[src/f8_pkg.sv]
// shared definitions for the reduced f8 core
// widths, reset vector, opcode and ALU-operation encodings
// flag word, decoded control word and data-write bundle
`default_nettype none

package f8_pkg;

	localparam int ADDR_W = 16;
	localparam int WORD_W = 16;
	localparam int BYTE_W = 8;
	// opcode in the low byte, operand bytes above it
	localparam int INST_W = 24;
	localparam logic [ADDR_W-1:0] RESET_PC = 16'h4000;

	typedef enum logic [7:0] {
		TRAP        = 8'h00,
		NOP         = 8'h01,
		LD_XL_IMMD  = 8'h10,
		LD_XL_DIR   = 8'h11,
		ADD_XL_IMMD = 8'h20,
		SUB_XL_IMMD = 8'h21,
		AND_XL_IMMD = 8'h22,
		OR_XL_IMMD  = 8'h23,
		XOR_XL_IMMD = 8'h24,
		ADD_XL_DIR  = 8'h25,
		INC_XL      = 8'h30,
		SRL_XL      = 8'h31,
		LDW_Y_IMMD  = 8'h40,
		ADDW_Y_IMMD = 8'h41,
		LDW_X_Y     = 8'h42,
		LD_DIR_XL   = 8'h50,
		LDW_DIR_Y   = 8'h51,
		JP_IMMD     = 8'h60,
		JR_D        = 8'h61,
		JRZ_D       = 8'h62,
		JRNZ_D      = 8'h63,
		JRC_D       = 8'h64,
		JRNC_D      = 8'h65
	} opcode_t;

	// byte ops work on the low bytes, PASS takes operand b
	// PASSW and ADDW are full width, PASSW takes operand a
	typedef enum logic [3:0] {
		ALU_PASS,
		ALU_ADD,
		ALU_SUB,
		ALU_AND,
		ALU_OR,
		ALU_XOR,
		ALU_INC,
		ALU_SRL,
		ALU_PASSW,
		ALU_ADDW
	} alu_op_t;

	typedef struct packed {
		logic c;
		logic z;
		logic n;
	} flags_t;

	typedef enum logic [1:0] {SRC_XL, SRC_Y, SRC_IMM8, SRC_IMM16} operand_src_t;
	typedef enum logic [1:0] {SRC2_NONE, SRC2_IMM8, SRC2_IMM16, SRC2_MEM8} operand2_src_t;

	typedef enum logic [2:0] {
		BR_NONE,
		BR_ABS,
		BR_REL,
		BR_REL_Z,
		BR_REL_NZ,
		BR_REL_C,
		BR_REL_NC
	} branch_t;

	typedef struct packed {
		alu_op_t       alu_op;
		operand_src_t  src_a;
		operand2_src_t src_b;
		logic          reg_addr;  // 0 is x, 1 is y
		logic [1:0]    reg_we;
		logic [1:0]    mem_we;
		logic          upd_c;
		logic          upd_z;
		logic          upd_n;
		branch_t       branch;
		logic [1:0]    length;
		logic          is_trap;
	} decode_t;

	typedef struct packed {
		logic [ADDR_W-1:0] addr;
		logic [WORD_W-1:0] data;
		logic [1:0]        en;
	} dwrite_t;

endpackage

`default_nettype wire

[src/f8_alu.sv]
// arithmetic, logic and shift unit
// 8-bit ops on the low bytes, word ops on all 16 bits
`default_nettype none

module f8_alu import f8_pkg::*;
(
	input  alu_op_t                op,
	input  wire logic [WORD_W-1:0] a,
	input  wire logic [WORD_W-1:0] b,
	output logic      [WORD_W-1:0] result,
	output flags_t                 flags_out
);

	logic [BYTE_W-1:0] res8;
	logic [WORD_W-1:0] res16;
	logic              carry;
	logic              wide;

	always_comb
	begin
		res8  = '0;
		res16 = '0;
		carry = 1'b0;
		wide  = 1'b0;
		case (op)
			ALU_ADD:
				{carry, res8} = {1'b0, a[7:0]} + {1'b0, b[7:0]};
			// carry set means no borrow
			ALU_SUB:
				{carry, res8} = {1'b0, a[7:0]} + {1'b0, ~b[7:0]} + 9'd1;
			ALU_AND:
				res8 = a[7:0] & b[7:0];
			ALU_OR:
				res8 = a[7:0] | b[7:0];
			ALU_XOR:
				res8 = a[7:0] ^ b[7:0];
			ALU_INC:
				{carry, res8} = {1'b0, a[7:0]} + 9'd1;
			ALU_SRL:
			begin
				res8  = {1'b0, a[7:1]};
				carry = a[0];
			end
			ALU_PASSW:
			begin
				wide  = 1'b1;
				res16 = a;
			end
			ALU_ADDW:
			begin
				wide = 1'b1;
				{carry, res16} = {1'b0, a} + {1'b0, b};
			end
			default:
				res8 = b[7:0];
		endcase
	end

	assign result      = wide ? res16 : {{(WORD_W-BYTE_W){1'b0}}, res8};
	assign flags_out.c = carry;
	assign flags_out.z = wide ? (res16 == '0) : (res8 == '0);
	assign flags_out.n = wide ? res16[WORD_W-1] : res8[BYTE_W-1];

endmodule

`default_nettype wire

[src/f8_core.sv]
// single-cycle f8 core, top level
// flag register, operand muxes and data-port drive
// one instruction retires per clock edge
`default_nettype none

module f8_core import f8_pkg::*;
(
	input  wire logic              clk,
	input  wire logic              reset,
	output logic      [ADDR_W-1:0] iread_addr,
	input  wire logic [INST_W-1:0] iread_data,
	output logic      [ADDR_W-1:0] dread_addr,
	input  wire logic [WORD_W-1:0] dread_data,
	output dwrite_t                dwrite,
	output logic                   trap
);

	decode_t           dec;
	flags_t            flags;
	flags_t            alu_flags;
	logic [WORD_W-1:0] x;
	logic [WORD_W-1:0] y;
	logic [WORD_W-1:0] op_a;
	logic [WORD_W-1:0] op_b;
	logic [WORD_W-1:0] alu_result;
	logic [ADDR_W-1:0] pc;
	logic              halt;

	f8_decode u_decode (
		.opcode (iread_data[7:0]),
		.dec    (dec)
	);

	f8_flow u_flow (
		.clk   (clk),
		.reset (reset),
		.dec   (dec),
		.flags (flags),
		.inst  (iread_data),
		.pc    (pc),
		.trap  (trap)
	);

	assign iread_addr = pc;
	assign halt       = trap || reset;

	// direct operand address only when memory feeds the alu
	assign dread_addr = (dec.src_b == SRC2_MEM8) ? iread_data[23:8] : '0;

	always_comb
	begin
		case (dec.src_a)
			SRC_Y:     op_a = y;
			SRC_IMM8:  op_a = {8'h00, iread_data[15:8]};
			SRC_IMM16: op_a = iread_data[23:8];
			default:   op_a = {8'h00, x[7:0]};
		endcase

		case (dec.src_b)
			SRC2_IMM8:  op_b = {8'h00, iread_data[15:8]};
			SRC2_IMM16: op_b = iread_data[23:8];
			SRC2_MEM8:  op_b = {8'h00, dread_data[7:0]};
			default:    op_b = '0;
		endcase
	end

	f8_alu u_alu (
		.op        (dec.alu_op),
		.a         (op_a),
		.b         (op_b),
		.result    (alu_result),
		.flags_out (alu_flags)
	);

	f8_regfile u_regfile (
		.clk     (clk),
		.reset   (reset),
		.wr_addr (dec.reg_addr),
		.wr_data (alu_result),
		.wr_en   (halt ? 2'b00 : dec.reg_we),
		.x       (x),
		.y       (y)
	);

	always_ff @(posedge clk)
	begin
		if (reset)
			flags <= '0;
		else if (!trap)
		begin
			if (dec.upd_c)
				flags.c <= alu_flags.c;
			if (dec.upd_z)
				flags.z <= alu_flags.z;
			if (dec.upd_n)
				flags.n <= alu_flags.n;
		end
	end

	// xl stores use only the low byte of the result
	assign dwrite.addr = iread_data[23:8];
	assign dwrite.data = alu_result;
	assign dwrite.en   = halt ? 2'b00 : dec.mem_we;

endmodule

`default_nettype wire

[src/f8_decode.sv]
// instruction decoder
// maps the opcode byte onto the control word used by the datapath
`default_nettype none

module f8_decode import f8_pkg::*;
(
	input  wire logic [7:0] opcode,
	output decode_t         dec
);

	always_comb
	begin
		// anything not listed behaves as a one-byte nop
		dec.alu_op   = ALU_PASS;
		dec.src_a    = SRC_XL;
		dec.src_b    = SRC2_NONE;
		dec.reg_addr = 1'b0;
		dec.reg_we   = 2'b00;
		dec.mem_we   = 2'b00;
		dec.upd_c    = 1'b0;
		dec.upd_z    = 1'b0;
		dec.upd_n    = 1'b0;
		dec.branch   = BR_NONE;
		dec.length   = 2'd1;
		dec.is_trap  = 1'b0;

		case (opcode_t'(opcode))
			LD_XL_IMMD, LD_XL_DIR:
			begin
				dec.src_b  = (opcode_t'(opcode) == LD_XL_DIR) ? SRC2_MEM8 : SRC2_IMM8;
				dec.reg_we = 2'b01;
				dec.upd_z  = 1'b1;
				dec.upd_n  = 1'b1;
				dec.length = (opcode_t'(opcode) == LD_XL_DIR) ? 2'd3 : 2'd2;
			end
			ADD_XL_IMMD, SUB_XL_IMMD, AND_XL_IMMD, OR_XL_IMMD, XOR_XL_IMMD:
			begin
				case (opcode_t'(opcode))
					ADD_XL_IMMD: dec.alu_op = ALU_ADD;
					SUB_XL_IMMD: dec.alu_op = ALU_SUB;
					AND_XL_IMMD: dec.alu_op = ALU_AND;
					OR_XL_IMMD:  dec.alu_op = ALU_OR;
					default:     dec.alu_op = ALU_XOR;
				endcase
				dec.src_b  = SRC2_IMM8;
				dec.reg_we = 2'b01;
				// logic ops leave carry alone
				dec.upd_c  = (opcode_t'(opcode) == ADD_XL_IMMD) ||
					(opcode_t'(opcode) == SUB_XL_IMMD);
				dec.upd_z  = 1'b1;
				dec.upd_n  = 1'b1;
				dec.length = 2'd2;
			end
			ADD_XL_DIR, INC_XL, SRL_XL:
			begin
				dec.alu_op = (opcode_t'(opcode) == INC_XL) ? ALU_INC :
					(opcode_t'(opcode) == SRL_XL) ? ALU_SRL : ALU_ADD;
				dec.src_b  = (opcode_t'(opcode) == ADD_XL_DIR) ? SRC2_MEM8 : SRC2_NONE;
				dec.reg_we = 2'b01;
				dec.upd_c  = 1'b1;
				dec.upd_z  = 1'b1;
				dec.upd_n  = 1'b1;
				dec.length = (opcode_t'(opcode) == ADD_XL_DIR) ? 2'd3 : 2'd1;
			end
			LDW_Y_IMMD, ADDW_Y_IMMD:
			begin
				dec.alu_op   = (opcode_t'(opcode) == ADDW_Y_IMMD) ? ALU_ADDW : ALU_PASSW;
				dec.src_a    = (opcode_t'(opcode) == ADDW_Y_IMMD) ? SRC_Y : SRC_IMM16;
				dec.src_b    = SRC2_IMM16;
				dec.reg_addr = 1'b1;
				dec.reg_we   = 2'b11;
				dec.upd_c    = (opcode_t'(opcode) == ADDW_Y_IMMD);
				dec.upd_z    = 1'b1;
				dec.upd_n    = 1'b1;
				dec.length   = 2'd3;
			end
			LDW_X_Y:
			begin
				dec.alu_op = ALU_PASSW;
				dec.src_a  = SRC_Y;
				dec.reg_we = 2'b11;
				dec.upd_z  = 1'b1;
				dec.upd_n  = 1'b1;
			end
			LD_DIR_XL, LDW_DIR_Y:
			begin
				// stores route the register through the alu unchanged
				dec.alu_op = ALU_PASSW;
				dec.src_a  = (opcode_t'(opcode) == LDW_DIR_Y) ? SRC_Y : SRC_XL;
				dec.mem_we = (opcode_t'(opcode) == LDW_DIR_Y) ? 2'b11 : 2'b01;
				dec.length = 2'd3;
			end
			JP_IMMD:
			begin
				dec.branch = BR_ABS;
				dec.length = 2'd3;
			end
			JR_D, JRZ_D, JRNZ_D, JRC_D, JRNC_D:
			begin
				case (opcode_t'(opcode))
					JRZ_D:   dec.branch = BR_REL_Z;
					JRNZ_D:  dec.branch = BR_REL_NZ;
					JRC_D:   dec.branch = BR_REL_C;
					JRNC_D:  dec.branch = BR_REL_NC;
					default: dec.branch = BR_REL;
				endcase
				dec.length = 2'd2;
			end
			TRAP:
				dec.is_trap = 1'b1;
			default:
				dec.length = 2'd1;
		endcase
	end

endmodule

`default_nettype wire

[src/f8_flow.sv]
// program counter and next-pc selection
// branch conditions, halt once a trap is reached
`default_nettype none

module f8_flow import f8_pkg::*;
(
	input  wire logic              clk,
	input  wire logic              reset,
	input  decode_t                dec,
	input  flags_t                 flags,
	input  wire logic [INST_W-1:0] inst,
	output logic      [ADDR_W-1:0] pc,
	output logic                   trap
);

	logic [ADDR_W-1:0] next_pc;
	logic [ADDR_W-1:0] rel_target;
	logic [ADDR_W-1:0] seq_pc;
	logic              rel_taken;
	logic              trap_q;

	// relative to the jump's own address
	assign rel_target = pc + {{(ADDR_W-BYTE_W){inst[15]}}, inst[15:8]};
	assign seq_pc     = pc + {{(ADDR_W-2){1'b0}}, dec.length};

	always_comb
	begin
		case (dec.branch)
			BR_REL:    rel_taken = 1'b1;
			BR_REL_Z:  rel_taken = flags.z;
			BR_REL_NZ: rel_taken = !flags.z;
			BR_REL_C:  rel_taken = flags.c;
			BR_REL_NC: rel_taken = !flags.c;
			default:   rel_taken = 1'b0;
		endcase

		if (trap)
			next_pc = pc;
		else if (dec.branch == BR_ABS)
			next_pc = inst[23:8];
		else if (rel_taken)
			next_pc = rel_target;
		else
			next_pc = seq_pc;
	end

	// trap is visible while the TRAP is addressed and sticks after it
	assign trap = trap_q || (dec.is_trap && !reset);

	always_ff @(posedge clk)
	begin
		if (reset)
		begin
			pc     <= RESET_PC;
			trap_q <= 1'b0;
		end
		else
		begin
			pc     <= next_pc;
			trap_q <= trap;
		end
	end

endmodule

`default_nettype wire

[src/f8_regfile.sv]
// x and y registers, written a byte at a time
`default_nettype none

module f8_regfile import f8_pkg::*;
(
	input  wire logic              clk,
	input  wire logic              reset,
	input  wire logic              wr_addr,
	input  wire logic [WORD_W-1:0] wr_data,
	input  wire logic [1:0]        wr_en,
	output logic      [WORD_W-1:0] x,
	output logic      [WORD_W-1:0] y
);

	logic [1:0] x_we;
	logic [1:0] y_we;

	assign x_we = wr_addr ? 2'b00 : wr_en;
	assign y_we = wr_addr ? wr_en : 2'b00;

	always_ff @(posedge clk)
	begin
		if (reset)
		begin
			x <= '0;
			y <= '0;
		end
		else
		begin
			for (int i = 0; i < 2; i++)
			begin
				if (x_we[i])
					x[i*BYTE_W +: BYTE_W] <= wr_data[i*BYTE_W +: BYTE_W];
				if (y_we[i])
					y[i*BYTE_W +: BYTE_W] <= wr_data[i*BYTE_W +: BYTE_W];
			end
		end
	end

endmodule

`default_nettype wire

[config.mk]
export PLATFORM = sky130hd
export DESIGN_NAME = f8_core
export DESIGN_NICKNAME = d
export VERILOG_FILES = /design/src/f8_pkg.sv /design/src/f8_alu.sv /design/src/f8_core.sv /design/src/f8_decode.sv /design/src/f8_flow.sv /design/src/f8_regfile.sv
export SDC_FILE = /design/constraint.sdc
export NUM_CORES = 1
export LEC_CHECK = 0
export BUFFER_PORTS_ARGS = -buffer_cell sky130_fd_sc_hd__buf_2
export CAP_MARGIN = 25
export CORE_UTILIZATION = 55
export CTS_CLUSTER_DIAMETER = 60
export DETAILED_ROUTE_END_ITERATION = 12
export PLACE_DENSITY = 0.9
export SLEW_MARGIN = 20
export SYNTH_ARGS = -nofsm -noshare
export SYNTH_HDL_FRONTEND = slang
export SYNTH_SLANG_ARGS = --single-unit
[constraint.sdc]
create_clock -name clk -period 5.7 [get_ports clk]
set_input_delay 0.285 -clock clk [delete_from_list [all_inputs] [get_ports clk]]
set_output_delay 0.285 -clock clk [all_outputs]
set_load 0.01 [all_outputs]
==> impl_metrics.yaml <==
layout:
  finalInstanceArea_mm2: 0.00646
  drive_above_1_share_pct: 19.2
  nets: 958
  finalNonFillerCells: 1002
  final_common_cell: "buf_2"
  syn2layout_area_growth_pct: 11.5
  most-common-layout-cells: "buf_2 (101), nand2_1 (75), nor2_1 (56)"
  diodes: 0
sta:
  finalCriticalPeriod_ns: 5.36
  period_share_pct: 94.1
  setup_viol: 0
  fmax_mhz: 186
  fin_worst_skew_ns: 0.0100
  fin_ws_ns: 0.338
  hold_viol: 0
  setup_tns_ns: 0
  final-max-slew-violation-count: 0
  rsz0062_at_grt: "no"
  relSlewSlack_pct: 45.4
  worst_slew_pin_slew_ns: 0.814
logic_synthesis:
  synth_cells: 799
  synth.yosys.warnings: 0
  ys_top_cells_by_area: "dfxtp_1 (15%), ha_1 (10%), nand2_1 (4.9%), a21oi_1 (4.4%), o21ai_0 (3.7%)"
  ys.flop_type: "dfxtp_1"
  synth_cell_types: 82
  syn-cell-area_mm2: 0.00580
  syn-num-nets: 892
  synth_area_leader_cell: "dfxtp_1"
  syn_area_per_cell_um2: 7.25
  postSynth.asyncResetShare_pct: 0
  ys_ff_latch: 43
  synth_edf_count: 0
  yosysSeqAreaShare_pct: 14.9
  synth_top_area_share_pct: 14.9
outcome:
  status: "complete, no violations"
placement:
  numPlacedInstances: 993
  place_hpwl_um: 14700
  globalplace.congestion: 1.01
  port_buffers: 100
  dp_worst_setup_slack_ns: 0.314
  dpl_cell_area_mm2: 0.00634
routing:
  ant_nets: 0
  drtIter0Drc: 686
  drt-vias-per-instance: 6.65
  drc_errors: 0
  via_count: 6667
  wl_per_cell_um: 19.3
  wl_um: 19300
  firstDrtPassIters: 6
floorplan:
  die_y_um: 105
  initial_core_util_pct: 56.4
  ios: 109
  die-area_mm2: 0.0110
  core_mm2: 0.0103
  rows: 37
  die_x_um: 105
pwr:
  power_density_mw_per_mm2: 113
  leakagePower_nw: 3.02
  p_total_uw: 730
  vdd_drop_max_v: 0.000120
cts:
  clk_latency_ns: 0.32
  path_clk_slew_ns: 0.09
  post-cts-setup-buffers: 0
  h-tree-depth: 2
  clock_path_buffers: 2
  clock-sinks: 43
  cts_root_buffer: "clkbuf_8"
  cts_buffers: 5
  cts_tree: "built"
run:
  max_cap_viol_count: 0
worst_setup_path:
  critical_path_class: "primary input to output port"
  cp.arrival_ns: 5.08
  critPathCaptureType: "output port"
  rrSetupSlack_ns: 0.88
  critPathRequiredTime_ns: 5.41
  start_kind: "primary input"
  cp_max_fo: 22
grt:
  first_global_vias: 5931
  antenna_found_initial: 0
  grt_usage_pct: 34.7
  grt_max_degree: 30
  grt_pass1_wl_um: 30600
  grt_overflow: 0
hold_path:
  hp-class: "primary input to flop"
-- where the power goes --
group	switching, mW	leakage [nW]	internal [mW]
clock network	0.120	0.0505	0.110
registers	0.00604	0.347	0.306
logic	0.119	2.62	0.0689
total	0.245	3.02	0.485
-- synthesized netlist by cell type, drive strengths merged (4+ instances only) --
cell type and count:
nand2 76, and2 26, ha 48, nor4b 4, o22ai 6, or3 10
nor2 56, nor2b 16, a22oi 12, dfxtp 43, a211oi 15, xnor2 23
nor4 11, nor3b 9, a2111oi 4, a21o 12, o211ai 12, a21oi 52
a211o 4, a311oi 10, a21boi 4, clkbuf 39, inv 44, or2 4
xor2 10, nand3 28, a31oi 7, buf 31, nand4 5, o21bai 5
and3 16, nand2b 8, o21ai 44, o221ai 5, nor3 24, mux2i 7
a32oi 4, a221oi 14
-- per-stage QoR --
step | util [%] | hold slack, ns
after global placement | 61.6 | 0.444
after floorplan | - | 0.434
after detailed placement | 61.7 | 0.450
final | 62.9 | 0.304
after global routing | 62.9 | 0.298
after CTS | 62.7 | 0.298
-- cells by family after synthesis --
| kind of cell | count (synthesis) | synth area share (%) |
|---|---|---|
| multiplexers | 9 | 1.60 |
| buffers and inverters | 114 | 8.83 |
| AND/OR/NAND/NOR | 307 | 28.6 |
| flip-flops | 43 | 14.9 |
| XOR/XNOR | 33 | 4.99 |
| AO/OA/AOI/OAI | 242 | 29.7 |
| adder cells (fa/ha/maj) | 51 | 11.4 |
-- sequential cells by signal (all words and copies together) (netlist names) --
| signal | cells |
|---|---|
| u_flow.pc | 16 |
| u_regfile.y | 16 |
| u_regfile.x | 8 |
| flags | 2 |
| u_flow.trap_q | 1 |
-- routing by layer --
metal | track usage, % | wire, µm
met5 | 0 | 0
met3 | 7.86 | 2340
met4 | 12.5 | 563
met1 | 46.0 | 7920
met2 | 54.8 | 8510
-- path summary, 6_finish.rpt --
kind                   start  depth (start not counted)              end
max            iread_data[2]                         18       dwrite[17]
min           iread_data[12]                          3     u_flow.pc[4]
max reg2reg         flags[2]                         20    u_flow.pc[14]
min reg2reg  u_regfile.y[12]                          2  u_regfile.y[12]
-- worst max-delay path, cell delays in order --
cell and delay [ns]:
buf_2 0.32, nor3b_1 0.11, o21ai_0 0.34, a21boi_0 0.39
xnor2_1 0.34, a22oi_1 0.56, inv_1 0.17, ha_1 0.26
o311a_1 0.39, o21ai_1 0.36, o21ai_0 0.26, a211o_1 0.33
a21o_1 0.19, a21oi_1 0.19, xnor2_1 0.09, a22oi_1 0.29
inv_1 0.07, buf_2 0.15
-- what timing repair did --
item | CTS | global route
hold buffers | 0 | 0
endpoints found under the setup margin | 0 | 2
endpoints found under the hold margin | 0 | 0
gates resized for setup | 0 | 4
-- area by class of cell --
cell class,instances,area [µm²]
sequential,43,861
fill,930,3820
timing repair buffer,129,716
tap,136,170
clock buffer,7,96.3
multi-input combinational,642,4440
inverter,44,165
clock inverter,1,7.51
(Power assumes the default switching activity.)
